File: config.mk
export PLATFORM = sky130hd
export DESIGN_NAME = mem_ramctl
export DESIGN_NICKNAME = d
export VERILOG_FILES = /design/src/common/mem_pkg.sv /design/src/ramctl/mem_ramctl.sv
export SDC_FILE = /design/constraint.sdc
export NUM_CORES = 1
export LEC_CHECK = 0
export BUFFER_PORTS_ARGS = -buffer_cell sky130_fd_sc_hd__buf_2
export CAP_MARGIN = 20
export CORE_UTILIZATION = 35
export CTS_CLUSTER_DIAMETER = 150
export CTS_CLUSTER_SIZE = 8
export DETAILED_ROUTE_END_ITERATION = 8
export PLACE_DENSITY = 0.53
export SLEW_MARGIN = 25
export SYNTH_ARGS = -nofsm -noshare
export SYNTH_HDL_FRONTEND = slang
export SYNTH_SLANG_ARGS = --single-unit
File: constraint.sdc
create_clock -name clk -period 5 [get_ports clk]
set_input_delay 0.5 -clock clk [delete_from_list [all_inputs] [get_ports clk]]
set_output_delay 0.5 -clock clk [all_outputs]
set_load 0.05 [all_outputs]
File: src/common/mem_pkg.sv
// shared types for the memory access unit
// byte-addressed 24-bit core side, 16-bit byte-laned RAM side
// RAM size defaults to 2**ADDR_W words; top level may override

package mem_pkg;

    // default RAM word index width (4096 x 16)
    localparam int ADDR_W = 12;

    // memory opcodes; sized loads come zero- or sign-extended
    typedef enum logic [3:0] {
        op_fetch = 4'd0,  // four-byte window at the fetch address
        op_ld8   = 4'd1,
        op_ld16  = 4'd2,
        op_ld32  = 4'd3,
        op_ld8s  = 4'd4,
        op_ld16s = 4'd5,
        op_st8   = 4'd6,
        op_st16  = 4'd7,
        op_st32  = 4'd8
    } mem_op_e;

    // one command as presented at the unit input
    typedef struct packed {
        mem_op_e     op;
        logic [23:0] addr;   // byte address
        logic [31:0] wdata;  // store data, low byte first in memory
    } mem_req_t;

    // controller to RAM
    typedef struct packed {
        logic [23:0] addr;  // byte address, bit 0 ignored by the RAM
        logic [15:0] din;
        logic [1:0]  we;    // lane enables, [1] high byte, [0] low byte
    } ram_port_t;

endpackage

File: src/ramctl/mem_ramctl.sv
// keeps a four-byte read window and splits writes into 16-bit lane beats
// RAM must answer in the same cycle (no wait states)
// one access at a time; any write beat throws the window away

module mem_ramctl (
    input  logic               clk,
    input  logic               rst,
    input  logic               ldram_en,  // 1 load address, 0 fetch address
    input  logic [23:0]        idx_addr,
    input  logic [23:0]        pc,
    input  logic [31:0]        reg_dout,
    input  logic               idx_wr,    // write starts on its rising edge
    input  logic [2:0]         len,       // one-hot byte / word / long
    input  logic [15:0]        ram_dout,
    output mem_pkg::ram_port_t ram,
    output logic [31:0]        dout,
    output logic               ram_rdy,
    output logic               wr_done
);

    logic [3:0][7:0] win;       // byte k sits at win_addr + k
    logic [23:0]     win_addr;
    logic [3:0]      win_ok;
    logic [3:0]      fill;      // bytes still to be fetched
    logic [3:0]      take;
    logic [23:0]     req_addr;
    logic            odd;
    logic [7:0]      even_b;    // RAM byte for window slots 0 and 2
    logic [7:0]      odd_b;     // RAM byte for window slots 1 and 3
    logic            idx_wr_l;
    logic [1:0]      wr_beat;   // next beat number, 0 when idle

    assign req_addr = ldram_en ? idx_addr : pc;
    assign ram_rdy  = &win_ok && win_addr == req_addr;  // win_ok is clear during write beats
    assign dout     = win;

    // steering follows the parity of the window base
    assign odd    = win_addr[0];
    assign even_b = odd ? ram_dout[15:8] : ram_dout[7:0];
    assign odd_b  = odd ? ram_dout[7:0] : ram_dout[15:8];

    // which pending bytes are present in the word on the bus now
    assign take[0] = fill[0];
    assign take[1] = fill[1] && (!odd || !fill[0]);
    assign take[2] = fill[2] && !fill[0] && (!fill[1] || odd);
    assign take[3] = fill[3] && !fill[1] && (!odd || !fill[2]);

    always_ff @(posedge clk or posedge rst) begin
        if (rst) begin
            ram      <= '0;
            win      <= '0;
            win_addr <= '0;
            win_ok   <= '0;
            fill     <= '0;
            idx_wr_l <= 1'b0;
            wr_beat  <= 2'd0;
            wr_done  <= 1'b0;
        end else begin
            idx_wr_l <= idx_wr;
            wr_done  <= 1'b0;
            ram.we   <= 2'b00;
            if (idx_wr) begin
                win_ok <= '0;  // window may hold the bytes being written
                fill   <= '0;
                if (!idx_wr_l) begin
                    ram.addr <= idx_addr;
                    ram.din  <= (len[0] || idx_addr[0]) ? {2{reg_dout[7:0]}}
                                                         : reg_dout[15:0];
                    if (len[0]) begin
                        ram.we <= {idx_addr[0], ~idx_addr[0]};
                    end else begin
                        ram.we <= idx_addr[0] ? 2'b10 : 2'b11;
                    end
                    if ((idx_addr[0] && len[1]) || len[2]) begin
                        wr_beat <= 2'd1;
                    end else begin
                        wr_done <= 1'b1;  // single beat
                    end
                end else if (wr_beat == 2'd1) begin
                    ram.addr <= ram.addr + 24'd2;
                    if (idx_addr[0] && len[2]) begin  // odd long, middle word
                        ram.din <= reg_dout[23:8];
                        ram.we  <= 2'b11;
                        wr_beat <= 2'd2;
                    end else begin
                        // odd word tail or even long upper half
                        ram.din <= idx_addr[0] ? {2{reg_dout[15:8]}} : reg_dout[31:16];
                        ram.we  <= idx_addr[0] ? 2'b01 : 2'b11;
                        wr_beat <= 2'd0;
                        wr_done <= 1'b1;
                    end
                end else if (wr_beat == 2'd2) begin
                    ram.addr <= ram.addr + 24'd2;
                    ram.din  <= {2{reg_dout[31:24]}};
                    ram.we   <= 2'b01;  // top byte lands on an even address
                    wr_beat  <= 2'd0;
                    wr_done  <= 1'b1;
                end
            end else begin
                if (fill != 4'd0) begin
                    ram.addr <= ram.addr + 24'd2;
                    for (int k = 0; k < 4; k++) begin
                        if (take[k]) begin
                            win[k]    <= (k % 2 == 1) ? odd_b : even_b;
                            win_ok[k] <= 1'b1;
                            fill[k]   <= 1'b0;
                        end
                    end
                end
                if (fill == 4'd0 && (req_addr != win_addr || win_ok != 4'hf)) begin
                    if (req_addr == win_addr + 24'd1 && win_ok[3:1] == 3'b111) begin
                        win_addr <= req_addr;
                        win      <= {8'd0, win[3:1]};
                        ram.addr <= req_addr + 24'd3;
                        fill     <= 4'b1000;
                        win_ok   <= 4'b0111;
                    end else if (req_addr == win_addr + 24'd2 && win_ok[3:2] == 2'b11) begin
                        win_addr <= req_addr;
                        win[1:0] <= win[3:2];
                        ram.addr <= req_addr + 24'd2;
                        fill     <= 4'b1100;
                        win_ok   <= 4'b0011;
                    end else if (req_addr == win_addr + 24'd3 && win_ok[3]) begin
                        win_addr <= req_addr;
                        win[0]   <= win[3];
                        ram.addr <= req_addr + {23'd0, req_addr[0]};  // word holding byte 1
                        fill     <= 4'b1110;
                        win_ok   <= 4'b0001;
                    end else begin
                        // cold refill
                        win_addr <= req_addr;
                        ram.addr <= req_addr;
                        fill     <= 4'b1111;
                        win_ok   <= 4'b0000;
                    end
                end
            end
        end
    end

endmodule

==> impl_metrics.ini, run 1 <==
[status]
failed_checks = design-rule violations
status = finished with violations

[yosys]
synth_fa_ha_area_frac = 0.0147
synth_cell_types = 87
yosys_warnings = 0
synth_top_family_by_area = compound AO/OA/AOI/OAI gates
ys_ff_latch = 110
synth_fp_nets = 1282
synthArstFlopShare = 1.00
synth-compound-area-share = 0.254
synth_edf_count = 0
synth-xor-area-share = 0.0663
synthSimpleGateAreaFrac = 0.234
syn_avg_cell_area_um2 = 8.03
synth_cells = 1168
yosysSeqAreaShare = 0.293
netlist_area_um2 = 9380
yosys_most_used_dff = dfrtp_1
synthMuxAreaShare = 0.0879

[sta]
finalCritPeriodShare = 0.939
worst_pin_slew_ps = 1050
fin_crit_ps = 4690
hold_violations = 0
fin_worst_skew_ps = 24.6
rsz0062_at_grt = false
tns_ps = 0
slew_headroom = 0.293
max_freq_mhz = 213
finalMaxSlewViolations = 0
finalSetupViolations = 0

[placed_design]
placed_area_um2 = 10800
place_congestion = 0.984
hpwlAfterDp_um = 27400
io_buffers = 178

[global_routing]
track_usage = 0.258
grt.overflow.total = 0
first_global_vias = 9208
grt_pass1_wl_um = 55300
antenna_found_initial = 0
grt_max_degree = 77

[floorplan]
die_y_um = 166
initial_core_util = 0.358
die_area_um2 = 27500
core-area_um2 = 26200
io_pins = 179
fp-row-count = 59
fp.dieW_um = 166

[route]
drt_wl_total_um = 36000
drtAntennaViolNets = 0
wire_per_inst_um = 21.6
via_per_inst = 5.98
drc_errors = 10
first_iter_violations = 1013
num_vias = 9993
firstDrtPassIters = 8

[setup_path]
path_class = flip-flop to flip-flop
crit_chain = ha_1 -> a21oi_1 -> nor2_1 -> and3_1 -> a2111oi_0 -> o2111ai_1 -> nor4_1 -> a31oi_1 -> o32a_1 -> o311ai_0 -> nand3_1
path_max_fanout = 10
critPathSlowestCell = o311ai_0
cp-start-kind = flip-flop
critPathMaxStageDelay_ps = 610
worstSetupEndpointType = flip-flop
worst-endpoint-arrival_ps = 4920
cp.required_ps = 5230

[clocking]
clockBufferDepth = 2
root_buffer = clkbuf_16
hold_buffers = 0
cts_sinks = 110
cts.clk_slew.worst_paths_ps = 100
clk_latency_ps = 380
h-tree-depth = 3
cts_tree = done
cts_resized = 0
postCtsSetupBuffers = 0
cts_buffers = 9

[final_layout]
final_cell_area_um2 = 11100
final_cell_mix = buf_2 (178), nand2_1 (137), dfrtp_1 (110)
regArea_um2 = 2750
final_core_util = 0.423
multi_input_area_um2 = 6180
area_growth_pct = 18.2
finalNetCount = 1446
diodes = 0
layout_commonest_cell = buf_2
layout-drive-gt1-share = 0.230
nFillCells = 2737

[pwr]
power.total_mw = 6.46
p_leak_nw = 4.71
power.density_nw_per_um2 = 583
ir_worst_vdd_v = 0.000339

[min_path]
hold_path.class = input port to asynchronous set/reset pin

[job]
cap_violations = 0
## cell usage after synthesis (17+ instances only)
master / number / area, um2
nand2_1: 139 / 522
dfrtp_1: 110 / 2750
nor2_1: 87 / 327
o21ai_0: 81 / 405
a21oi_1: 75 / 375
clkbuf_1: 57 / 214
xnor2_1: 54 / 473
nand3_1: 49 / 245
mux2i_1: 44 / 440
inv_1: 35 / 131
mux2_2: 24 / 270
o31ai_1: 24 / 180
nand4_1: 22 / 138
a211oi_1: 21 / 158
and3_1: 21 / 131
nor3_1: 20 / 100
nor4_1: 19 / 119
a22oi_1: 17 / 128
o211ai_1: 17 / 128
xor2_1: 17 / 149
## sequential cells by signal, indices dropped and copies added (netlist names)
| name | count |
|---|---|
| ram | 42 |
| dout | 32 |
| win_addr | 24 |
| fill | 4 |
| win_ok | 4 |
| wr_beat | 2 |
| idx_wr_l | 1 |
| wr_done | 1 |
## worst paths after layout
path                       slack (ps)         from          end  depth (start not counted)
setup / recovery                  310  win_addr[1]      ram[41]                         11
hold / removal                    240          rst      dout[1]                          2
setup reg to reg                  310  win_addr[1]      ram[41]                         11
hold reg to reg                   480      ram[14]      ram[14]                          2
max in group asynchronous        3740          rst  win_addr[7]                          3
min in group clk                  400  reg_dout[6]       ram[8]                          3
## critical path: cells and delay by family (launching register included)
| family | cells | cell delay (ps) |
|---|---|---|
| AOI/OAI and AO/OA | 6 | 2590 |
| and+or+nand+nor | 4 | 1100 |
| DFF | 1 | 510 |
| adders and majority gates | 1 | 370 |
## cell families (layout without fill, tap and decap cells)
family                     Yosys count  after routing
AOI/OAI and AO/OA                  350            350
xor gates and xnor gates            71             71
adders and majority gates           11             11
buffers and inverters              113            282
DFF                                110            110
muxes                               75             75
and+or+nand+nor                    438            438
## layout make-up
| class | instances | share of cell area |
|---|---|---|
| clock inverter | 7 | 0.00722 |
| inverter | 36 | 0.0126 |
| tap | 335 | 0.0378 |
| multi-input combinational | 945 | 0.557 |
| clock buffer | 9 | 0.0203 |
| timing repair buffer | 230 | 0.117 |
| sequential | 110 | 0.248 |
## through the flow
step,worst slack (ps),instances,hold WS (ps)
floorplan,1270,1168,484
global placement,368,1656,463
detailed placement,369,1656,464
CTS,462,1672,386
global route,93.7,1672,308
finish,307,1672,235
## where the power goes
part	leakage, nW	internal [mW]	switching (mW)	total, mW
clock network	0.152	0.363	0.410	0.773
registers	1.35	1.26	0.586	1.85
logic	3.21	1.20	2.64	3.84
## per-layer routing
| metal | wire [um] | GRT usage | vias to the layer above |
|---|---|---|---|
| met5 | 0 | 0 | - |
| met2 | 16400 | 0.410 | 464 |
| met3 | 2770 | 0.0497 | 72 |
| met4 | 1050 | 0.0866 | 0 |
| met1 | 15800 | 0.351 | 4774 |
| li1 | - | - | 4683 |
No activity file was read; power rests on OpenSTA's default activity.
==> run 2, diff against run 1 <==
--- a/config.mk
+++ b/config.mk
@@ -5,13 +5,14 @@
 export SDC_FILE = /design/constraint.sdc
 export NUM_CORES = 1
 export LEC_CHECK = 0
+export ABC_AREA = 1
 export BUFFER_PORTS_ARGS = -buffer_cell sky130_fd_sc_hd__buf_2
 export CAP_MARGIN = 20
 export CORE_UTILIZATION = 35
 export CTS_CLUSTER_DIAMETER = 150
 export CTS_CLUSTER_SIZE = 8
 export DETAILED_ROUTE_END_ITERATION = 8
-export PLACE_DENSITY = 0.53
+export PLACE_DENSITY = 0.52
 export SLEW_MARGIN = 25
 export SYNTH_ARGS = -nofsm -noshare
 export SYNTH_HDL_FRONTEND = slang
==> run 2 against run 1 <==
Compared with the run above:
- the run now ends clean
- utilization down 1.9 points
- cell area up 19%
- synthesized cell count up 75%
- sequential cell count unchanged
- power up 18%
- clock power up 7.1%
- highest routed layer unchanged
==> impl_metrics.ini, run 2 <==
[setup_path]
worst-endpoint-arrival_ps = 4040
cp.required_ps = 5310
path_class = flip-flop to flip-flop
path_max_fanout = 18
cp-start-kind = flip-flop
worstSetupEndpointType = flip-flop

[placed_design]
placed_area_um2 = 12900
dp.cells = 2617
dp_slack_ps = 1010
place_congestion = 1.06
hpwlAfterDp_um = 43800
io_buffers = 178

[yosys]
yosysTopAreaCell = nand2_1
ys_top_cells_by_area = nand2_1 (24%), dfrtp_1 (24%), nor2_1 (7.8%)
yosys_most_used_dff = dfrtp_1
synth_edf_count = 0
yosys_warnings = 0
synth_commonest_cells = nand2_1 (744), nor2_1 (242), inv_1 (190), nand3_1 (177), o21ai_0 (121)
netlist_area_um2 = 11600
synth_cell_types = 59
ys_ff_latch = 110
yosysMostFrequentCell = nand2_1
synth_cells = 2042
yosysSeqAreaShare = 0.237
synth_fp_nets = 2156
synthArstFlopShare = 1.00
syn_avg_cell_area_um2 = 5.69
netlist.area_leader.share = 0.240

[final_layout]
area_growth_pct = 13.4
top_register = ram
largest_reg_flops = 42
final_cell_mix = nand2_1 (744), nor2_1 (242), inv_1 (189)
layout_commonest_cell = nand2_1
final_core_util = 0.404
instances_no_fill = 2633
finalNetCount = 2300
layout-drive-gt1-share = 0.141
nFillCells = 3689
final_cell_area_um2 = 13200

[route]
num_vias = 14300
first_iter_violations = 1355
firstDrtPassIters = 8
wire_per_inst_um = 20.8
drc_errors = 0
via_per_inst = 5.44
drt_wl_total_um = 54700
drtAntennaViolNets = 0

[sta]
rsz0062_at_grt = false
finalMaxSlewViolations = 0
slew_headroom = 0.409
finalSetupViolations = 0
finalCritPeriodShare = 0.746
setup_ws_ps = 1270
hold_violations = 0
max_freq_mhz = 268
timing.hold.ws_ps = 39.3
fin_worst_skew_ps = 12.7
tns_ps = 0
worst_pin_slew_ps = 884
fin_crit_ps = 3730

[clocking]
cts_resized = 0
clockBufferDepth = 2
cts.clk_slew.worst_paths_ps = 80
cts_buffers = 9
postCtsSetupBuffers = 0
hold_buffers = 0
cts_sinks = 110
cts_tree = done
h-tree-depth = 3
clk_latency_ps = 390
root_buffer = clkbuf_16

[global_routing]
grt_pass1_wl_um = 82000
grt.overflow.total = 0
grt_max_degree = 62
antenna_found_initial = 1
track_usage = 0.327
first_global_vias = 13200

[pwr]
power.density_nw_per_um2 = 576
ir_worst_vdd_v = 0.000350
power.total_mw = 7.59
p_leak_nw = 6.71

[floorplan]
die_y_um = 184
core-area_um2 = 32600
io_pins = 179
fp.dieW_um = 184
die_area_um2 = 33900
fp-row-count = 66
initial_core_util = 0.356

[job]
cap_violations = 0

[min_path]
hold_path.class = input port to asynchronous set/reset pin

[status]
status = finished, final reports clean
-- run 2: cell type report --
class                           instances  area, um2  area share
Antenna cell                            1       2.50    0.000190
Clock buffer                            9        225      0.0171
Clock inverter                          6       91.3     0.00693
Inverter                              210        798      0.0605
Multi-Input combinational cell       1665       7780       0.590
Sequential cell                       110       2750       0.209
Tap cell                              442        553      0.0419
Timing Repair Buffer                  190        981      0.0744
-- run 2: cell families after synthesis --
group | after synthesis | share of synthesized area
and+or+nand+nor | 1331 | 0.489
AOI/OAI and AO/OA | 283 | 0.136
buffers and inverters | 267 | 0.0940
DFF | 110 | 0.237
xor gates and xnor gates | 23 | 0.0180
muxes | 17 | 0.0147
adders and majority gates | 11 | 0.0118
-- run 2: per-layer routing --
metal  vias up  wire length (um)  track usage
met1      6693             23500        0.428
li1       6900                 -            -
met4         0              2490        0.148
met2       632             24200        0.519
met3       105              4510       0.0636
met5         -                 0            0
-- run 2: power breakdown --
group          total (mW)  leakage, nW  switching, mW  internal (mW)
logic                4.93         5.21           3.68           1.25
clock network       0.828        0.157          0.386          0.442
registers            1.84         1.34          0.549           1.29
-- run 2: worst max-delay path, cell delays in order (launching register included) --
cell and delay (ps):
dfrtp_1 700, nand2_1 230, nor2_2 320, nand2_1 170, nor2_2 250, nand2_1 90, nand2_1 130, nand3_1 80
nor2_1 290, nand2_1 100, nor2_1 170, nand2_1 180, nor2_4 510, nand2_1 90, o21ai_0 90, inv_1 60
a31oi_1 160
-- run 2: worst paths after layout --
check                                     to  cells after the start        start  slack (ps)
min in group clk                      ram[7]                      3  reg_dout[5]         350
worst min register to register        ram[8]                      2       ram[8]         480
worst min-delay path                  ram[0]                      2          rst          40
max in group asynchronous       win_addr[21]                      3          rst        3890
worst max register to register       dout[6]                     16  win_addr[3]        1270
worst max-delay path                 dout[6]                     16  win_addr[3]        1270
