**src/common/mem_pkg.sv**
```systemverilog
// shared types for the memory access unit
// byte-addressed 24-bit core side, 16-bit byte-laned RAM side
// RAM size defaults to 2**ADDR_W words; top level may override

package mem_pkg;

    // default RAM word index width (4096 x 16)
    localparam int ADDR_W = 12;

    // memory opcodes; sized loads come zero- or sign-extended
    typedef enum logic [3:0] {
        op_fetch = 4'd0,  // four-byte window at the fetch address
        op_ld8   = 4'd1,
        op_ld16  = 4'd2,
        op_ld32  = 4'd3,
        op_ld8s  = 4'd4,
        op_ld16s = 4'd5,
        op_st8   = 4'd6,
        op_st16  = 4'd7,
        op_st32  = 4'd8
    } mem_op_e;

    // one command as presented at the unit input
    typedef struct packed {
        mem_op_e     op;
        logic [23:0] addr;   // byte address
        logic [31:0] wdata;  // store data, low byte first in memory
    } mem_req_t;

    // controller to RAM
    typedef struct packed {
        logic [23:0] addr;  // byte address, bit 0 ignored by the RAM
        logic [15:0] din;
        logic [1:0]  we;    // lane enables, [1] high byte, [0] low byte
    } ram_port_t;

endpackage

```
**src/mem_result.sv**
```systemverilog
// sizes the read window into the result and pulses done
// rdata is zero on the done of a store

module mem_result (
    input  logic             clk,
    input  logic             rst,
    input  logic             capture,  // window is ready this cycle
    input  mem_pkg::mem_op_e op,
    input  logic [31:0]      dout,
    input  logic             wr_done,
    output logic             done,
    output logic [31:0]      rdata
);

    logic [31:0] sized;

    always_comb begin
        case (op)
            mem_pkg::op_ld8:   sized = {24'd0, dout[7:0]};
            mem_pkg::op_ld8s:  sized = {{24{dout[7]}}, dout[7:0]};
            mem_pkg::op_ld16:  sized = {16'd0, dout[15:0]};
            mem_pkg::op_ld16s: sized = {{16{dout[15]}}, dout[15:0]};
            default:           sized = dout;  // fetch and ld32
        endcase
    end

    always_ff @(posedge clk or posedge rst) begin
        if (rst) begin
            done  <= 1'b0;
            rdata <= '0;
        end else begin
            done <= capture || wr_done;
            if (capture) begin
                rdata <= sized;
            end else if (wr_done) begin
                rdata <= '0;
            end
        end
    end

endmodule

```
**config.mk**
```make
export PLATFORM = sky130hd
export DESIGN_NAME = mem_result
export DESIGN_NICKNAME = d
export VERILOG_FILES = /design/src/common/mem_pkg.sv /design/src/mem_result.sv
export SDC_FILE = /design/constraint.sdc
export NUM_CORES = 1
export LEC_CHECK = 0
export ABC_AREA = 1
export BUFFER_PORTS_ARGS = -buffer_cell sky130_fd_sc_hd__buf_2
export CORE_ASPECT_RATIO = 0.7
export CORE_MARGIN = 2
export CORE_UTILIZATION = 47
export DETAILED_ROUTE_END_ITERATION = 12
export PLACE_DENSITY = 0.8
export SETUP_SLACK_MARGIN = 0.02
export SYNTH_ARGS = -nofsm -noshare
export SYNTH_HDL_FRONTEND = slang
export SYNTH_SLANG_ARGS = --single-unit
```
**constraint.sdc**
```tcl
create_clock -name clk -period 1.1 [get_ports clk]
set_input_delay 0.22 -clock clk [delete_from_list [all_inputs] [get_ports clk]]
set_output_delay 0.22 -clock clk [all_outputs]
set_load 0.01 [all_outputs]
```
==> run_results.csv, run 1 <==
group,metric,value,unit
worst_setup_path,max_stage_delay,0.39,ns
worst_setup_path,crit_cells,1,
outcome,status,"complete, no violations",
clock_tree,cts_sinks,33,
cells_and_area,final_cells,324,
clock_tree,cts-root-buf,"clkbuf_8",
clock_tree,cts_tree,"done",
floorplanning,fp.dieH,53.99,microns
detailed_routing,avgViaCountPerCell,4.590,
yosys,synth_top_flop_cell,"dfrtp_1",
global_route,grt_pass1_wl,5.809,mm
detailed_routing,drc,0,
worst_setup_path,cp_top_family,"flip-flops",
clock_tree,cts_buffers,5,
cells_and_area,nets,313,
worst_setup_path,end_kind,"primary output",
clock_tree,clk_pin_slew,0.07,ns
clock_tree,postCtsSetupRepairBufs,0,
yosys,synthArstFlopShare,100.0,%
worst_setup_path,cp_slowest_cell,"dfrtp_1",
cells_and_area,post-route-util,65.98,%
detailed_routing,dr.pass1.iters,4,
worst_setup_path,worstSetupPathType,"reg -> out",
timing,period_needed,1.043,ns
cells_and_area,multiInputGateArea,695.7,sq um
global_route,grt_max_degree,34,
detailed_routing,wl_per_cell,11.44,microns
timing,rsz0062_at_grt,"no",
floorplanning,die_w,75.42,microns
worst_setup_path,cp.buffers_inverters,1,
timing,fmax,0.9587,GHz
detailed_routing,via_count,1487,
yosys,synth_most_common_cell,"nand2_1",
yosys,syn_area,1678,sq um
floorplanning,io_pins,73,
yosys,synth_seq_cells,33,
timing,setup_ws,0.05694,ns
clock_tree,clockBufferDepth,2,
yosys,synth_top_area_share,49.22,%
yosys,avgSynthCellArea,8.561,sq um
placed_design,pre_cts_slack,-0.1741,ns
worst_setup_path,r2r_cells,1,
yosys,ys_warn_count,0,
floorplanning,start_util,48.38,%
timing,clock_skew,0,ns
floorplanning,core_area,3468,sq um
global_route,first_global_vias,1287,
power_and_ir_drop,power.density,1474,nW/um^2
placed_design,gp_congestion,0.7689,
worst_hold_path,min_path_cells,2,
placed_design,dpl.hpwl,2.651,mm
clock_tree,clock_latency,0.28,ns
floorplanning,rows,18,
yosys,synthCells,196,
global_route,grt_usage,19.80,%
placed_design,place_inst,315,
detailed_routing,wl,3.706,mm
yosys,synth_common_cells,"nand2_1, dfrtp_1, inv_1, nand2_2, nand3_2",
cells_and_area,fill_cells,317,
yosys,synth-edff-count,0,
timing,worst_slew_pin_slew,0.2344,ns
timing,worst_slew_margin_rel,84.36,%
placed_design,portBuffers,72,
worst_setup_path,path_max_fanout,2,
timing,post-route-period-util,94.82,%
cells_and_area,drive_gt1_share,44.89,%
timing,slew_violations,0,
worst_setup_path,critPathArrivalTime,0.82,ns
yosys,synth_area_leaders,"dfrtp_1, nand2_1, nand3_2",
yosys,syn-num-nets,236,
worst_setup_path,cp.required,0.88,ns
yosys,synth_cell_types,19,
worst_setup_path,r2r_setup_slack,0.41,ns
worst_setup_path,path_cells,"buf_2",
timing,finalHoldViolCount,0,
worst_setup_path,start_kind,"register",
cells_and_area,seq_area,825.8,sq um
global_route,antenna_found_initial,0,
flow_run,drv_cap,0,
cells_and_area,area_growth,36.39,%
global_route,grt_overflow_total,0,
clock_tree,h-tree-depth,2,
floorplanning,die-area,4072,sq um
detailed_routing,detail-route-antenna-nets,0,
yosys,synth_area_leader_cell,"dfrtp_1",
power_and_ir_drop,p_leak,1.370,nW
detailed_routing,drtIter0Drc,87,
cells_and_area,n_antenna_cell,0,
timing,setup_violations,0,
worst_hold_path,hp-class,"in -> reg",
yosys,yosysSeqAreaShare,49.22,%
power_and_ir_drop,ir_drop,1.092,mV
==> routing by layer <==
layer  GRT usage [%]  up-vias  routed length [microns]
met2           31.16       51                     1575
met1           25.97      681                     1809
met5               0        -                        0
met4           8.187        0                       72
met3           5.431        8                      249
li1                -      747                        -
==> logic make-up after synthesis <==
family                 Yosys count  synth area share (%)
AND/OR/NAND/NOR                122                 36.99
flip-flops                      33                 49.22
buffers and inverters           33                 9.619
AO/OA/AOI/OAI                    8                 4.176
==> flip-flops by register name (all words and copies together) (netlist names) <==
name / cells
rdata: 32
done: 1
==> layout by cell type (no fill, tap or decap) <==
master	instances
clkinv_2	1
nand2_4	3
nand3_4	1
a22o_1	8
nand2_2	12
nand3_2	10
nor2_2	3
buf_2	72
clkbuf_8	5
bufinv_16	2
inv_4	1
nand2_1	82
buf_4	1
nor2_4	3
nor2_1	1
dfrtp_1	33
buf_12	5
inv_2	4
inv_1	19
dlygate4sd3_1	1
nand3_1	7
==> cell type report <==
cell class | count | share of cell area, %
clock buffer | 5 | 3.007
tap | 50 | 2.734
clock inverter | 3 | 2.843
sequential | 33 | 36.09
inverter | 24 | 4.046
multi-input combinational | 130 | 30.40
timing repair buffer | 79 | 20.89
==> repair_timing <==
item	in CTS	in global routing
endpoints found under the setup margin	0	1
hold buffers	1	0
hold endpoints to repair	33	0
gates resized for setup	0	1
==> path summary, 6_finish.rpt <==
check,startpoint,to
hold reg to reg,rdata[8],rdata[8]
max in group asynchronous,rst,rdata[31]
setup reg to reg,rdata[7],rdata[7]
hold / removal,dout[5],rdata[5]
setup / recovery,rdata[30],rdata[30]
min in group asynchronous,rst,rdata[21]
==> through the flow <==
stage,instance area [sq um],power [mW],TNS (ns),hold slack [ns]
6_report,2288,3.374,0,0.1577
2_1_floorplan,1678,1.769,0,0.3489
5_1_grt,2288,3.523,0,0.1547
3_5_place_dp,2142,2.039,-3.254,0.2769
4_1_cts,2286,3.395,0,0.1563
3_3_place_gp,2142,2.023,-2.408,0.2745
==> where the power goes <==
group	total [mW]	internal [mW]	switching, mW
sequential	1.38	1.32	0.0600
clock	1.36	0.900	0.461
combinational	0.629	0.277	0.352
total	3.37	2.50	0.873
(Power assumes the default switching activity.)
==> run 2: changes to the inputs <==
--- a/config.mk
+++ b/config.mk
@@ -12,6 +12,7 @@
 export CORE_UTILIZATION = 47
 export DETAILED_ROUTE_END_ITERATION = 12
 export PLACE_DENSITY = 0.8
+export REMOVE_ABC_BUFFERS = 1
 export SETUP_SLACK_MARGIN = 0.02
 export SYNTH_ARGS = -nofsm -noshare
 export SYNTH_HDL_FRONTEND = slang
==> run_results.csv, run 2 (same netlist as run 1, synthesis figures left out) <==
group,metric,value,unit
outcome,status,"complete, no violations",
global_route,grt_overflow_total,0,
cells_and_area,multiInputGateArea,693.2,sq um
detailed_routing,detail-route-antenna-nets,0,
placed_design,portBuffers,72,
power_and_ir_drop,p_leak,1.355,nW
worst_setup_path,r2r-end,"rdata[2]",
floorplanning,die_w,75.42,microns
worst_setup_path,worstSetupPathType,"reg -> out",
worst_setup_path,start_kind,"register",
power_and_ir_drop,ir_drop,0.6176,mV
cells_and_area,seq_area,825.8,sq um
floorplanning,io_pins,73,
worst_setup_path,crit_start,"rdata[24]",
clock_tree,cts_tree,"done",
worst_setup_path,cp-endpoint,"rdata[24]",
worst_setup_path,r2r_cells,1,
global_route,grt_usage,20.08,%
placed_design,pre_cts_slack,-0.1858,ns
cells_and_area,n_antenna_cell,0,
worst_setup_path,max_stage_delay,0.40,ns
clock_tree,postCtsSetupRepairBufs,0,
worst_setup_path,cp.required,0.88,ns
clock_tree,cts_sinks,33,
cells_and_area,area_growth,33.48,%
timing,fmax,0.9533,GHz
cells_and_area,largest_reg_flops,32,
timing,period_needed,1.049,ns
clock_tree,cts-root-buf,"clkbuf_8",
worst_setup_path,critPathArrivalTime,0.83,ns
timing,whs,0.1764,ns
timing,worst_slew_pin_slew,0.3045,ns
cells_and_area,drive_gt1_share,44.60,%
cells_and_area,fill_cells,319,
worst_setup_path,end_kind,"primary output",
worst_hold_path,hp-class,"in -> reg",
detailed_routing,drc,0,
global_route,antenna_found_initial,0,
clock_tree,clock_latency,0.28,ns
floorplanning,start_util,48.38,%
power_and_ir_drop,power.density,1284,nW/um^2
power_and_ir_drop,power,2.876,mW
clock_tree,h-tree-depth,2,
clock_tree,cts_hold_buf,1,
timing,post-route-period-util,95.36,%
cells_and_area,reg.largest.list,"rdata x32, done x1",
worst_setup_path,cp_top_family,"flip-flops",
placed_design,dpl.hpwl,2.810,mm
worst_setup_path,path_cells,"buf_2",
flow_run,drv_cap,0,
timing,slew_violations,0,
clock_tree,cts_buffers,5,
worst_setup_path,cp_slowest_cell,"dfrtp_1",
cells_and_area,regMostFlops,"rdata",
floorplanning,rows,18,
worst_setup_path,crit-reg2reg-launch,"rdata[2]",
timing,finalHoldViolCount,0,
global_route,grt_pass1_wl,5.968,mm
timing,worst_slew_margin_rel,79.70,%
worst_setup_path,crit_cells,1,
timing,setup_violations,0,
worst_setup_path,r2r_setup_slack,0.40,ns
floorplanning,die-area,4072,sq um
worst_setup_path,cp.buffers_inverters,1,
global_route,first_global_vias,1385,
cells_and_area,final_common_cell,"nand2_1",
floorplanning,fp.dieH,53.99,microns
detailed_routing,via_count,1494,
detailed_routing,avgViaCountPerCell,4.555,
global_route,grt_max_degree,34,
timing,clock_skew,0,ns
detailed_routing,wl_per_cell,11.66,microns
cells_and_area,final_cell_mix,"nand2_1, buf_2, dfrtp_1, inv_1, nand2_2",
timing,setup_ws,0.05104,ns
clock_tree,clockBufferDepth,2,
floorplanning,core_area,3468,sq um
clock_tree,clk_pin_slew,0.07,ns
worst_setup_path,path_max_fanout,2,
timing,rsz0062_at_grt,"no",
detailed_routing,drtIter0Drc,62,
timing,final.setup.tns,0,ns
clock_tree,post_cts_resized,0,
placed_design,gp_congestion,0.8133,
cells_and_area,nets,317,
detailed_routing,dr.pass1.iters,4,
detailed_routing,wl,3.825,mm
==> run 2: cell types whose count changed in the layout (fill, tap and decap cells not counted) <==
cell and change:
clkinv_2 +1, bufinv_16 -2, buf_12 -2, inv_1 +1, nor2_1 +1, buf_4 +6, nor2_2 -1, inv_2 -1
clkbuf_1 +1
==> run 2: final cells by class <==
type                       count  area share (%)
clock buffer                   6           3.240
timing repair buffer          83           21.56
tap                           50           2.793
multi-input combinational    130           30.95
inverter                      24           4.134
sequential                    33           36.87
clock inverter                 2          0.4469
==> run 2: through the flow <==
step / std cells / area (sq um) / util (%)
after floorplan: 187 / 1609 / -
after global placement: 319 / 2147 / 61.90
after detailed placement: 319 / 2147 / 61.90
after CTS: 328 / 2240 / 64.57
after global routing: 328 / 2240 / 64.57
final: 328 / 2240 / 64.57
==> run 2: power by group <==
group	leakage, nW	internal (mW)	switching [mW]	total, mW
clock	0.0450	0.438	0.423	0.861
sequential	0.416	1.32	0.0581	1.38
combinational	0.894	0.276	0.357	0.632
total	1.36	2.04	0.838	2.88
==> run 2: routing by layer <==
metal | global-route usage (%) | wire, microns | part of all wire [%]
met1 | 25.59 | 1801 | 47
met2 | 32.90 | 1710 | 45
met3 | 5.805 | 284 | 7.4
met4 | 7.018 | 28 | 0.73
met5 | 0 | 0 | 0
==> run 2: worst min-delay path by stage <==
stage | from | endpoint | slack [ns] | cells after the start
floorplan | capture | rdata[10] | 0.33 | 2
global placement | rst | rdata[4] | 0.22 | 3
detailed placement | rst | rdata[4] | 0.23 | 3
CTS | dout[5] | rdata[5] | 0.17 | 2
global route | dout[1] | rdata[1] | 0.18 | 2
finish | dout[5] | rdata[5] | 0.18 | 2
==> run 3: changes to the inputs <==
--- a/config.mk
+++ b/config.mk
@@ -12,6 +12,7 @@
 export CORE_UTILIZATION = 47
 export DETAILED_ROUTE_END_ITERATION = 12
 export PLACE_DENSITY = 0.8
+export RECOVER_POWER = 50
 export REMOVE_ABC_BUFFERS = 1
 export SETUP_SLACK_MARGIN = 0.02
 export SYNTH_ARGS = -nofsm -noshare
==> run_results.csv, run 3 (same netlist as run 1, synthesis figures left out) <==
group,metric,value,unit
global_route,grt_overflow_total,0,
cells_and_area,final_common_cell,"nand2_1",
timing,clock_skew,0,ns
cells_and_area,seq_area,825.8,sq um
placed_design,portBuffers,72,
power_and_ir_drop,power,2.865,mW
floorplanning,die-area,4072,sq um
global_route,antenna_found_initial,0,
timing,whs,0.1775,ns
clock_tree,clk_pin_slew,0.07,ns
power_and_ir_drop,power.density,1291,nW/um^2
cells_and_area,nets,317,
cells_and_area,post-route-util,64.00,%
worst_setup_path,cp_top_family,"flip-flops",
worst_setup_path,end_kind,"primary output",
cells_and_area,regMostFlops,"rdata",
power_and_ir_drop,switching_share,29.01,%
worst_setup_path,max_stage_delay,0.40,ns
global_route,first_global_vias,1385,
worst_setup_path,worstSetupPathType,"reg -> out",
cells_and_area,n_antenna_cell,0,
clock_tree,h-tree-depth,2,
power_and_ir_drop,pwr-share-seq,48.3,%
worst_hold_path,min_to,"rdata[5]",
placed_design,gp_congestion,0.8133,
worst_hold_path,holdCritStartpoint,"dout[5]",
worst_setup_path,r2r-end,"rdata[2]",
cells_and_area,multiInputGateArea,678.2,sq um
detailed_routing,drtIter0Drc,67,
timing,worst_slew_pin_slew,0.5332,ns
timing,post-route-period-util,95.25,%
clock_tree,cts_hold_buf,1,
clock_tree,cts-root-buf,"clkbuf_8",
cells_and_area,design_area,2220,sq um
power_and_ir_drop,ir_drop,0.6133,mV
worst_setup_path,cp_slowest_cell,"dfrtp_1",
detailed_routing,via_count,1502,
detailed_routing,dr.pass1.iters,4,
cells_and_area,final_cell_mix,"nand2_1, buf_2, dfrtp_1, inv_1, nand2_2",
clock_tree,post_cts_resized,0,
worst_setup_path,cp.required,0.88,ns
flow_run,drv_cap,0,
clock_tree,postCtsSetupRepairBufs,0,
clock_tree,clock_latency,0.28,ns
worst_hold_path,hp-class,"in -> reg",
cells_and_area,reg.largest.list,"rdata x32, done x1",
power_and_ir_drop,power.share.clock,30.0,%
global_route,grt_usage,20.08,%
worst_setup_path,crit-reg2reg-launch,"rdata[2]",
global_route,grt_max_degree,34,
power_and_ir_drop,combPwrFrac,21.7,%
clock_tree,cts_sinks,33,
timing,worst_slew_margin_rel,64.45,%
timing,rsz0062_at_grt,"no",
detailed_routing,wl,3.816,mm
power_and_ir_drop,p_int,2.034,mW
timing,finalHoldViolCount,0,
clock_tree,clockBufferDepth,2,
detailed_routing,detail-route-antenna-nets,0,
detailed_routing,drc,0,
worst_setup_path,start_kind,"register",
floorplanning,io_pins,73,
power_and_ir_drop,p_leak,1.344,nW
floorplanning,core_area,3468,sq um
clock_tree,cts_buffers,5,
worst_setup_path,path_max_fanout,2,
detailed_routing,wl_per_cell,11.63,microns
timing,fmax,0.9544,GHz
global_route,grt_pass1_wl,5.968,mm
placed_design,placed_area,2147,sq um
detailed_routing,avgViaCountPerCell,4.579,
cells_and_area,fill_cells,325,
worst_setup_path,path_cells,"buf_2",
power_and_ir_drop,p_sw,0.8312,mW
cells_and_area,largest_reg_flops,32,
floorplanning,start_util,48.38,%
clock_tree,cts_tree,"done",
worst_setup_path,r2r_cells,1,
cells_and_area,drive_gt1_share,42.45,%
worst_setup_path,cp.buffers_inverters,1,
floorplanning,fp.dieH,53.99,microns
timing,period_needed,1.048,ns
worst_setup_path,r2r_setup_slack,0.40,ns
outcome,status,"complete, no violations",
worst_hold_path,min_path_cells,2,
floorplanning,die_w,75.42,microns
floorplanning,rows,18,
worst_setup_path,critPathArrivalTime,0.83,ns
cells_and_area,area_growth,32.29,%
placed_design,dpl.hpwl,2.810,mm
timing,setup_violations,0,
timing,slew_violations,0,
run 3: cell types whose count changed in the layout (fill, tap and decap cells not counted), sizes merged:
cell    change
buf         -3
clkbuf      +3
run 3: per-layer routing:
layer	global-route usage, %	routed length [microns]	vias to the layer above
met2	32.90	1684	73
met4	7.018	28	0
met5	0	0	-
met1	25.59	1800	673
met3	5.805	302	4
li1	-	-	752
run 3: how the worst max path moves through the flow:
stage / start / end / slack [ns] / cells past startpoint
CTS: rdata[24] / rdata[24] / 0.04 / 1
floorplan: capture / rdata[16] / -0.45 / 3
finish: rdata[24] / rdata[24] / 0.05 / 1
detailed placement: op[3] / rdata[31] / -0.19 / 9
global placement: op[3] / rdata[29] / -0.14 / 9
global route: rst / rdata[11] / 0.02 / 4
run 3: power by group through the flow:
stage	combinational [mW]	clock (mW)	sequential, mW
6_report	0.623	0.859	1.38
5_1_grt	0.697	0.920	1.40
4_1_cts	0.642	0.890	1.38
3_5_place_dp	0.639	0	1.40
3_3_place_gp	0.621	0	1.40
2_1_floorplan	0.265	0	1.46
run 3: area by class of cell:
class | count | share of cell area (%)
Multi-Input combinational cell | 130 | 30.55
Tap cell | 50 | 2.818
Sequential cell | 33 | 37.20
Timing Repair Buffer | 83 | 21.53
Inverter | 24 | 4.171
Clock buffer | 6 | 3.269
Clock inverter | 2 | 0.4510
run 3: stage by stage:
| step | cells | setup TNS, ns | setup slack (ns) |
|---|---|---|---|
| 2_1_floorplan | 187 | -13.87 | -0.4524 |
| 3_3_place_gp | 319 | -2.623 | -0.1428 |
| 3_5_place_dp | 319 | -3.248 | -0.1858 |
| 4_1_cts | 328 | 0 | 0.04473 |
| 5_1_grt | 328 | 0 | 0.01636 |
| 6_report | 328 | 0 | 0.05221 |
