--- src/common/mem_pkg.sv ---
// shared types for the memory access unit
// byte-addressed 24-bit core side, 16-bit byte-laned RAM side
// RAM size defaults to 2**ADDR_W words; top level may override

package mem_pkg;

    // default RAM word index width (4096 x 16)
    localparam int ADDR_W = 12;

    // memory opcodes; sized loads come zero- or sign-extended
    typedef enum logic [3:0] {
        op_fetch = 4'd0,  // four-byte window at the fetch address
        op_ld8   = 4'd1,
        op_ld16  = 4'd2,
        op_ld32  = 4'd3,
        op_ld8s  = 4'd4,
        op_ld16s = 4'd5,
        op_st8   = 4'd6,
        op_st16  = 4'd7,
        op_st32  = 4'd8
    } mem_op_e;

    // one command as presented at the unit input
    typedef struct packed {
        mem_op_e     op;
        logic [23:0] addr;   // byte address
        logic [31:0] wdata;  // store data, low byte first in memory
    } mem_req_t;

    // controller to RAM
    typedef struct packed {
        logic [23:0] addr;  // byte address, bit 0 ignored by the RAM
        logic [15:0] din;
        logic [1:0]  we;    // lane enables, [1] high byte, [0] low byte
    } ram_port_t;

endpackage

--- src/mem_decode.sv ---
// takes one command at a time and drives the RAM controller until done
// strobes arriving while busy are dropped; unknown opcodes end without done

module mem_decode (
    input  logic              clk,
    input  logic              rst,
    input  logic              cmd_valid,
    input  mem_pkg::mem_req_t cmd,
    input  logic              ram_rdy,
    input  logic              wr_done,
    output logic              busy,
    output logic              ldram_en,
    output logic [23:0]       idx_addr,
    output logic [23:0]       pc,
    output logic [2:0]        len,
    output logic              idx_wr,
    output logic [31:0]       reg_dout,
    output mem_pkg::mem_op_e  op,
    output logic              capture
);

    typedef enum logic [1:0] {idle, read, write, finish} state_e;

    state_e state;

    assign busy    = state != idle;
    assign capture = state == read && ram_rdy;

    always_ff @(posedge clk or posedge rst) begin
        if (rst) begin
            state    <= idle;
            ldram_en <= 1'b0;
            idx_wr   <= 1'b0;
            idx_addr <= '0;
            pc       <= '0;
        end else begin
            case (state)
                idle: if (cmd_valid) begin
                    case (cmd.op)
                        mem_pkg::op_fetch: begin
                            pc       <= cmd.addr;
                            ldram_en <= 1'b0;
                            state    <= read;
                        end
                        mem_pkg::op_ld8, mem_pkg::op_ld16, mem_pkg::op_ld32,
                        mem_pkg::op_ld8s, mem_pkg::op_ld16s: begin
                            idx_addr <= cmd.addr;
                            ldram_en <= 1'b1;
                            state    <= read;
                        end
                        mem_pkg::op_st8, mem_pkg::op_st16, mem_pkg::op_st32: begin
                            idx_addr <= cmd.addr;
                            idx_wr   <= 1'b1;
                            state    <= write;
                        end
                        default: state <= finish;
                    endcase
                end
                read:  if (ram_rdy) state <= finish;
                write: if (wr_done) begin
                    idx_wr <= 1'b0;  // gap for the write edge detector
                    state  <= finish;
                end
                default: state <= idle;  // finish, done cycle
            endcase
        end
    end

    // command payload
    always_ff @(posedge clk) begin
        if (state == idle && cmd_valid) begin
            op       <= cmd.op;
            reg_dout <= cmd.wdata;
            case (cmd.op)
                mem_pkg::op_ld8, mem_pkg::op_ld8s, mem_pkg::op_st8:    len <= 3'b001;
                mem_pkg::op_ld16, mem_pkg::op_ld16s, mem_pkg::op_st16: len <= 3'b010;
                default:                                              len <= 3'b100;
            endcase
        end
    end

endmodule

--- config.mk ---
export PLATFORM = sky130hd
export DESIGN_NAME = mem_decode
export DESIGN_NICKNAME = d
export VERILOG_FILES = /design/src/common/mem_pkg.sv /design/src/mem_decode.sv
export SDC_FILE = /design/constraint.sdc
export NUM_CORES = 1
export LEC_CHECK = 0
export BUFFER_PORTS_ARGS = -buffer_cell sky130_fd_sc_hd__buf_2
export CORE_AREA = 2 2 89 91
export CTS_CLUSTER_SIZE = 8
export DETAILED_ROUTE_END_ITERATION = 16
export DIE_AREA = 0 0 91 93
export GPL_ROUTABILITY_DRIVEN = 0
export PLACE_DENSITY = 0.9
export SETUP_SLACK_MARGIN = 0.5
export SYNTH_ARGS = -nofsm -noshare
export SYNTH_HDL_FRONTEND = slang
export SYNTH_SLANG_ARGS = --single-unit
--- constraint.sdc ---
create_clock -name clk -period 2.6 [get_ports clk]
set_input_delay 0.26 -clock clk [delete_from_list [all_inputs] [get_ports clk]]
set_output_delay 0.26 -clock clk [all_outputs]
set_load 0.05 [all_outputs]
==> impl_metrics.yaml, run 1 <==
timing:
  fmax_mhz: 508
  rsz0062_at_grt: "no"
  hold_viol: 0
  tightest_slew_ps: 478
  slew_violations: 0
  hold_slack_ps: 72.2
  fin_crit_ps: 1970
  finalSetupTns_ps: 0
  post-route-period-util_pct: 75.8
  finalSetupViolCount: 0
  finalClockSkew_ps: 17.2
  slew_headroom_pct: 68.1
yosys:
  ys.flop_type: "dfrtp_1"
  synth_area_leaders: "dfrtp_1 39%, edfxtp_1 35%, mux2_2 16%"
  synth.cell_area_sq_um: 3370
  synth_edf_count: 39
  synth_nets: 257
  seq_area_frac_synth_pct: 73.4
  avgSynthCellArea_sq_um: 17.9
  syn_inst: 188
  yosys.cell_types.count: 31
  yosysTopAreaCell: "dfrtp_1"
  ys_ff_latch: 91
  synth_top_area_share_pct: 38.6
  async_flop_share_pct: 57.1
  ys_warn_count: 0
cts:
  cts_sinks: 91
  clockRootBuffer: "clkbuf_8"
  clk_path_buf_depth: 2
  clk_latency_ps: 350
  clk_pin_slew_ps: 110
  cts_max_level: 3
  cts_tree: "yes"
  cts_buffers: 9
final_layout:
  num_antenna_cells: 0
  drive_gt1_share_pct: 64.9
  final_common_cell: "buf_2"
  fillers: 604
  syn2layout_area_growth_pct: 33.5
  fin_nets: 426
  design_area_sq_um: 4500
  final_cell_mix: "155 x buf_2, 52 x dfrtp_1, 48 x mux2_2"
grt:
  gr-total-overflow: 0
  grt.total_usage_pct: 17.6
  grt_pass1_vias: 2282
  grt_pass1_wl_um: 11300
  antenna_found_initial: 0
  grt_max_degree: 40
floorplan:
  start_util_pct: 44.7
  rows: 32
  dieArea_sq_um: 8460
  die_w_um: 91
  core_area_sq_um: 7530
  io_pins: 156
  fp.dieH_um: 93
worst_setup_path:
  cpPeakStageDelay_ps: 420
  cp.arrival_ps: 2200
  worst-path-stages: 6
  worstRegToRegCells: 6
  cp_max_fo: 15
  startpoint_type: "flip-flop"
  cp_top_family: "simple AND/OR/NAND/NOR gates"
  crit_required_ps: 2830
  path_buf_inv: 2
  crit_chain: "inv_1 -> ha_1 -> nand2_1 -> nor3_4 -> buf_6 -> mux2_2"
  endpoint_kind: "flip-flop"
  crit_type: "flip-flop to flip-flop"
  worst_path_max_delay_cell: "dfrtp_1"
status:
  status: "finished, final reports clean"
route:
  drt-total-wl_um: 7360
  firstDrtPassIters: 4
  viasPerCell: 4.86
  drt_iter0_drc: 49
  wire_per_inst_um: 15.9
  ant_nets: 0
  drc: 0
  vias: 2253
place:
  port_buffers: 155
  postPlaceCellArea_sq_um: 4280
  hpwl_um: 5570
flow_run:
  maxCapViolCount: 0
worst_hold_path:
  hold_depth: 1
  hold_path_class: "primary input to flip-flop"
power_and_ir_drop:
  p_leak_uw: 0.00212
  vdd_drop_max_mv: 0.805
  power_density_nw_per_um2: 1390
  totalPowerFinal_uw: 6230
[layer usage]
metal / vias to the layer above / GRT usage [%] / part of all wire, % / wire (um)
li1: 1025 / - / - / -
met1: 1101 / 21.1 / 41 / 2990
met2: 115 / 28.6 / 48 / 3530
met3: 12 / 5.80 / 9.2 / 674
met4: 0 / 9.09 / 2.3 / 170
met5: - / 0 / 0 / 0
[logic make-up after synthesis]
family,synth area share [%]
buf+inv,1.97
compound gates,2.64
flops,73.4
mux,16.0
fa+ha+maj,1.49
simple gates,4.46
[stage by stage]
step / util, % / setup WS (ps) / instances
5_1_grt: 59.7 / 502 / 464
3_5_place_dp: 56.9 / 581 / 446
2_1_floorplan: - / 551 / 188
6_report: 59.7 / 630 / 464
4_1_cts: 59.6 / 539 / 463
3_3_place_gp: 56.9 / 655 / 446
[synthesized netlist by cell type (2+ instances only)]
master and count:
dfrtp_1 52, o2bb2ai_1 2, a21oi_1 3, nand2_1 5, buf_4 2, nor2_1 2, nor2b_1 3, buf_2 2
buf_6 2, or3b_2 2, mux2_2 48, inv_1 5, ha_1 4, edfxtp_1 39
[worst register-to-register path, delay by kind of cell (launching register included)]
family / cells / cell delay, ps
simple gates: 2 / 500
mux: 1 / 360
flops: 1 / 420
buf+inv: 2 / 330
fa+ha+maj: 1 / 250
[worst paths after layout]
| check | end | slack, ps | start |
|---|---|---|---|
| max in group asynchronous | idx_addr[4] | 1820 | rst |
| worst max-delay path | pc[9] | 630 | state[0] |
| worst max register to register | pc[9] | 630 | state[0] |
| worst min-delay path | reg_dout[30] | 70 | cmd[30] |
| worst min register to register | idx_addr[21] | 510 | idx_addr[21] |
| min in group asynchronous | idx_addr[22] | 520 | rst |
[repair_timing]
item / in CTS / in global routing
hold buffers: 1 / 0
buffers inserted: 0 / 1
endpoints found under the setup margin: 0 / 15
endpoints found under the hold margin: 52 / 0
gates resized for setup: 0 / 1
[state kept, by name, indices dropped and copies added, names as in the netlist]
signal    flops
op            4
len           3
state         2
idx_addr     24
ldram_en      1
idx_wr        1
reg_dout     32
pc           24
[cell type report]
class	instances	area, sq um	share of cell area, %
well taps	102	128	2.84
inverters	5	18.8	0.417
repair buffers	164	850	18.9
clock inverters	7	67.6	1.50
clock buffers	9	124	2.76
flip-flops and latches	91	2470	55.0
multi-input cells	86	836	18.6
[power by group]
group / internal, uW / switching (uW) / total [uW]
clock network: 374 / 526 / 901
logic: 765 / 2300 / 3060
registers: 2040 / 232 / 2270
total: 3180 / 3050 / 6230
Power figures use the tool's default switching activity.
==> inputs of run 2 (changes only) <==
--- a/config.mk
+++ b/config.mk
@@ -6,12 +6,12 @@
 export NUM_CORES = 1
 export LEC_CHECK = 0
 export BUFFER_PORTS_ARGS = -buffer_cell sky130_fd_sc_hd__buf_2
-export CORE_AREA = 2 2 89 91
+export CORE_AREA = 2 2 93 95
 export CTS_CLUSTER_SIZE = 8
 export DETAILED_ROUTE_END_ITERATION = 16
-export DIE_AREA = 0 0 91 93
+export DIE_AREA = 0 0 95 97
 export GPL_ROUTABILITY_DRIVEN = 0
-export PLACE_DENSITY = 0.9
+export PLACE_DENSITY = 0.87
 export SETUP_SLACK_MARGIN = 0.5
 export SYNTH_ARGS = -nofsm -noshare
 export SYNTH_HDL_FRONTEND = slang
==> constraint.sdc (replaced) <==
create_clock -name clk -period 1.7 [get_ports clk]
set_input_delay 0.17 -clock clk [delete_from_list [all_inputs] [get_ports clk]]
set_output_delay 0.17 -clock clk [all_outputs]
set_load 0.05 [all_outputs]
==> run 2 against run 1 <==
  * The run now ends with setup timing left
  * Sequential share of layout area is 12 points lower
  * Critical path depth is 2 higher
  * Worst hold slack worse by 49 ps
  * Setup slack worse by 680 ps
  * Total power is 87% higher
  * Global-route usage is 5.4 points higher
  * Fmax is 13% higher
  * Utilization is 12 points higher
  * Register-to-register slack worse by 680 ps
  * Clock power is 83% higher
  * Critical path type unchanged
  * Largest power group unchanged
==> impl_metrics.yaml, run 2 (synthesis results as in run 1) <==
route:
  viasPerCell: 4.84
  ant_nets: 0
  firstDrtPassIters: 4
  drt_iter0_drc: 79
  vias: 2567
  drc: 0
  drt-total-wl_um: 10900
  wire_per_inst_um: 20.5
grt:
  met3_usage_pct: 4.44
  grtUsageMet1_pct: 27.7
  grt.total_usage_pct: 23.0
  grt_max_degree: 22
  grt_pass1_vias: 2768
  antenna_found_initial: 0
  gr-total-overflow: 0
  grt_pass1_wl_um: 15500
  top_usage_layer: "met2"
  grt_use_met2_pct: 39.3
status:
  status: "complete, but fails checks"
  violations: "setup timing"
place:
  postPlaceCellArea_sq_um: 4510
  port_buffers: 155
  dp.cells: 449
  post-place-ws_ps: 1.64
  hpwl_um: 5580
cts:
  clk_pin_slew_ps: 90
  cts_sinks: 91
  clk_path_buf_depth: 2
  clockRootBuffer: "clkbuf_8"
  clk_latency_ps: 350
  cts_max_level: 3
  cts_buffers: 9
  cts_tree: "yes"
worst_setup_path:
  crit_chain: "inv_2 -> ha_4 -> nand2_8 -> nor3_4 -> buf_12 -> buf_12 -> buf_16 -> mux2_4"
  crit_top_cell: "buf_12"
  cp_max_fo: 6
  crit_type: "flip-flop to flip-flop"
  crit_required_ps: 1950
  cp_top_family: "buffers and inverters"
  path_buf_inv: 4
  cp.arrival_ps: 2000
  worst_path_max_delay_cell: "dfrtp_1"
  startpoint_type: "flip-flop"
  cpPeakStageDelay_ps: 410
  endpoint_kind: "flip-flop"
final_layout:
  num_antenna_cells: 0
  top_regs: "reg_dout (32), idx_addr (24), pc (24)"
  regMostFlops: "reg_dout"
  final_cell_mix: "121 x buf_2, 52 x dfrtp_1, 48 x mux2_4"
  fillers: 482
  syn2layout_area_growth_pct: 72.7
  final_cells: 530
  fin_nets: 489
  largest_register_ffs: 32
  final_common_cell: "buf_2"
  design_area_sq_um: 5820
  drive_gt1_share_pct: 65.6
flow_run:
  maxCapViolCount: 0
worst_hold_path:
  hold_path_class: "primary input to flip-flop"
timing:
  fin_ws_ps: -48.9
  slew_headroom_pct: 64.8
  finalSetupViolCount: 20
  slew_violations: 0
  fmax_mhz: 572
  fin_crit_ps: 1750
  post-route-period-util_pct: 103
  tightest_slew_ps: 524
  rsz0062_at_grt: "yes"
  finalClockSkew_ps: 10.7
  hold_viol: 0
floorplan:
  die_w_um: 95
  fp.dieH_um: 97
  rows: 33
  core_area_sq_um: 8130
  start_util_pct: 41.4
  dieArea_sq_um: 9220
  io_pins: 156
power_and_ir_drop:
  p_leak_uw: 0.00268
  power_density_nw_per_um2: 2000
  vdd_drop_max_mv: 1.25
[run 2: cell count changes in the layout (fill, tap and decap cells not counted), moves of 3 or more]
| cell | before | now |
|---|---|---|
| mux2_4 | 0 | 48 |
| buf_16 | 0 | 8 |
| clkbuf_4 | 0 | 23 |
| buf_12 | 0 | 8 |
| dlygate4sd3_1 | 1 | 32 |
| buf_2 | 155 | 121 |
| buf_4 | 7 | 18 |
| mux2_2 | 48 | 0 |
| inv_1 | 4 | 1 |
| inv_8 | 3 | 0 |
| buf_6 | 1 | 13 |
| clkbuf_16 | 0 | 3 |
[run 2: power by group]
part | switching, uW | internal, uW
logic | 3960 | 2460
clock network | 810 | 840
registers | 439 | 3120
total | 5210 | 6420
[run 2: area by class of cell]
cell class / count / area, sq um / area share, %
clock inverter: 7 / 96.3 / 1.66
inverter: 5 / 26.3 / 0.452
tap: 105 / 131 / 2.26
clock buffer: 9 / 124 / 2.13
timing repair buffer: 227 / 1850 / 31.8
multi-input combinational: 86 / 1120 / 19.2
sequential: 91 / 2470 / 42.5
[run 2: layer usage]
layer,routed length (um),vias up
met3,800,20
met2,5480,153
met4,308,0
met1,4280,1243
met5,0,-
li1,-,1151
[run 2: worst paths after layout]
kind	startpoint	end	slack, ps	cells past startpoint
max	state[0]	idx_addr[9]	-50	8
min	cmd[30]	reg_dout[30]	20	1
max reg2reg	state[0]	idx_addr[9]	-50	8
min reg2reg	pc[0]	pc[0]	510	1
max in group asynchronous	rst	pc[9]	770	4
min in group asynchronous	rst	idx_addr[7]	350	3
[run 2: stage by stage]
step	hold slack [ps]	util [%]	power, uW	TNS [ps]
after floorplan	225	-	7490	0
final	23.7	71.5	11600	-413
after CTS	3.66	68.4	11200	0
after global placement	188	55.5	8560	0
after detailed placement	196	55.5	8650	0
after global routing	2.40	71.5	12000	-2610
[run 2: repair_timing]
action,CTS,global route
hold buffers,30,2
endpoints found under the hold margin,48,2
pin swaps,6,5
resized for setup,27,58
cloned,9,2
setup buffers,19,3
endpoints found under the setup margin,94,124
==> inputs of run 3 (changes only) <==
--- a/config.mk
+++ b/config.mk
@@ -11,7 +11,7 @@
 export DETAILED_ROUTE_END_ITERATION = 16
 export DIE_AREA = 0 0 95 97
 export GPL_ROUTABILITY_DRIVEN = 0
-export PLACE_DENSITY = 0.87
+export PLACE_DENSITY_LB_ADDON = 0.05
 export SETUP_SLACK_MARGIN = 0.5
 export SYNTH_ARGS = -nofsm -noshare
 export SYNTH_HDL_FRONTEND = slang
==> run 3 against run 2 <==
  * The run now ends clean
  * Utilization stayed put
  * Sequential share of layout area stayed put
  * Clock skew is 1.7 ps higher
  * First-iteration DRC count is 27% lower
  * Clock-buffer cell count stayed put
==> impl_metrics.yaml, run 3 (synthesis results as in run 1) <==
status:
  status: "finished, final reports clean"
floorplan:
  dieArea_sq_um: 9220
  fp.dieH_um: 97
  die_w_um: 95
  start_util_pct: 41.4
  core_area_sq_um: 8130
  rows: 33
  io_pins: 156
worst_setup_path:
  cp_top_family: "simple AND/OR/NAND/NOR gates"
  startpoint_type: "flip-flop"
  cp_max_fo: 4
  path_buf_inv: 2
  crit_required_ps: 1980
  crit_type: "flip-flop to flip-flop"
  worst_path_max_delay_cell: "or4_4"
  r2r-start: "state[0]"
  regToRegSetupSlack_ps: 40
  crit_chain: "inv_2 -> ha_4 -> buf_6 -> nor2b_4 -> or4_4 -> o2bb2ai_4"
  cpPeakStageDelay_ps: 560
  worstReg2RegEnd: "state[1]"
  endpoint_kind: "flip-flop"
  worstRegToRegCells: 6
  cp.arrival_ps: 1940
grt:
  antenna_found_initial: 0
  grt_pass1_vias: 2539
  grt_pass1_wl_um: 13000
  grt_max_degree: 53
  gr-total-overflow: 0
  grt.total_usage_pct: 18.6
cts:
  clk_pin_slew_ps: 100
  clk_latency_ps: 350
  cts_tree: "yes"
  cts_buffers: 9
  clockRootBuffer: "clkbuf_8"
  cts_sinks: 91
  clk_path_buf_depth: 2
  cts_max_level: 3
timing:
  hold_viol: 0
  tightest_slew_ps: 471
  rsz0062_at_grt: "yes"
  fmax_mhz: 602
  slew_headroom_pct: 68.3
  finalSetupViolCount: 0
  fin_ws_ps: 37.7
  post-route-period-util_pct: 97.8
  finalClockSkew_ps: 12.4
  fin_crit_ps: 1660
  slew_violations: 0
final_layout:
  top_regs: "reg_dout (32), idx_addr (24), pc (24)"
  regMostFlops: "reg_dout"
  drive_gt1_share_pct: 65.7
  fin_nets: 490
  num_antenna_cells: 0
  final_cell_mix: "134 x buf_2, 52 x dfrtp_1, 48 x mux2_4"
  syn2layout_area_growth_pct: 72.7
  largest_register_ffs: 32
  final_cells: 531
  fillers: 531
  final_common_cell: "buf_2"
worst_hold_path:
  hold_path_class: "primary input to flip-flop"
  min_to: "reg_dout[13]"
  min_from: "cmd[13]"
  hold_depth: 1
route:
  drc: 0
  top_layer: "met4"
  drt-total-wl_um: 8800
  drt-met1-wl_um: 3720
  wire_per_inst_um: 16.6
  firstDrtPassIters: 4
  ant_nets: 0
  viasPerCell: 4.66
  vias: 2473
  route.met2.wl_um: 4430
  wl_met3_um: 539
  drt_iter0_drc: 58
power_and_ir_drop:
  pwr-share-clk_pct: 14.5
  seqPwrFrac_pct: 30.5
  power.switching_uw: 5080
  totalPowerFinal_uw: 11500
  vdd_drop_max_mv: 1.33
  p_int_uw: 6440
  p_leak_uw: 0.00269
  sw_frac_of_total_pct: 44.1
  power_density_nw_per_um2: 1980
  combPwrFrac_pct: 54.9
flow_run:
  maxCapViolCount: 0
place:
  dp.cells: 450
  hpwl_um: 5180
  post-place-ws_ps: 4.42
  port_buffers: 155
==> run 3: repair_timing <==
action | in CTS | in global routing
pin swaps | 5 | 5
resized for setup | 24 | 34
endpoints found under the hold margin | 83 | 0
buffers inserted | 14 | 7
hold buffers | 32 | 0
endpoints found under the setup margin | 95 | 110
cloned | 8 | 4
==> run 3: how the worst max path moves through the flow <==
| stage | depth (start not counted) | from | end |
|---|---|---|---|
| 6_report | 6 | state[0] | state[1] |
| 5_1_grt | 6 | state[0] | state[1] |
| 3_3_place_gp | 6 | state[1] | pc[16] |
| 2_1_floorplan | 4 | state[0] | len[0] |
| 4_1_cts | 6 | state[0] | state[0] |
| 3_5_place_dp | 6 | state[0] | pc[13] |
==> run 3: worst reg2reg max path, cell delays in order, from the launching register on <==
cell and delay, ps:
dfrtp_1 390, inv_2 60, ha_4 180, buf_6 120
nor2b_4 120, or4_4 560, o2bb2ai_4 160
==> run 3: power by group through the flow <==
stage                     Clock (uW)  Combinational (uW)  Sequential, uW
final                           1680                6330            3520
after global routing            1810                6570            3620
after CTS                       1710                5920            3510
after detailed placement           0                5140            3530
after global placement             0                5070            3550
after floorplan                    0                1380            6120
==> run 3: layout make-up <==
cell class | count | area, sq um | area share, %
tap | 105 | 131 | 2.26
timing repair buffer | 228 | 1870 | 32.1
multi-input combinational | 86 | 1090 | 18.7
clock inverter | 7 | 105 | 1.81
sequential | 91 | 2470 | 42.5
clock buffer | 9 | 124 | 2.13
inverter | 5 | 26.3 | 0.452
==> run 3: layer usage <==
metal  track usage [%]  vias to the layer above
li1                  -                     1157
met1              23.9                     1206
met2              31.5                      101
met3              3.50                        9
met4              6.35                        0
met5                 0                        -
==> run 3: per-stage QoR <==
step	util [%]	TNS, ps	hold slack (ps)	area, sq um
CTS	68.1	0	3.81	5540
global route	71.5	-13.8	12.2	5820
detailed placement	55.9	0	272	4550
floorplan	-	0	225	3580
global placement	55.9	0	263	4550
finish	71.5	0	17.8	5820
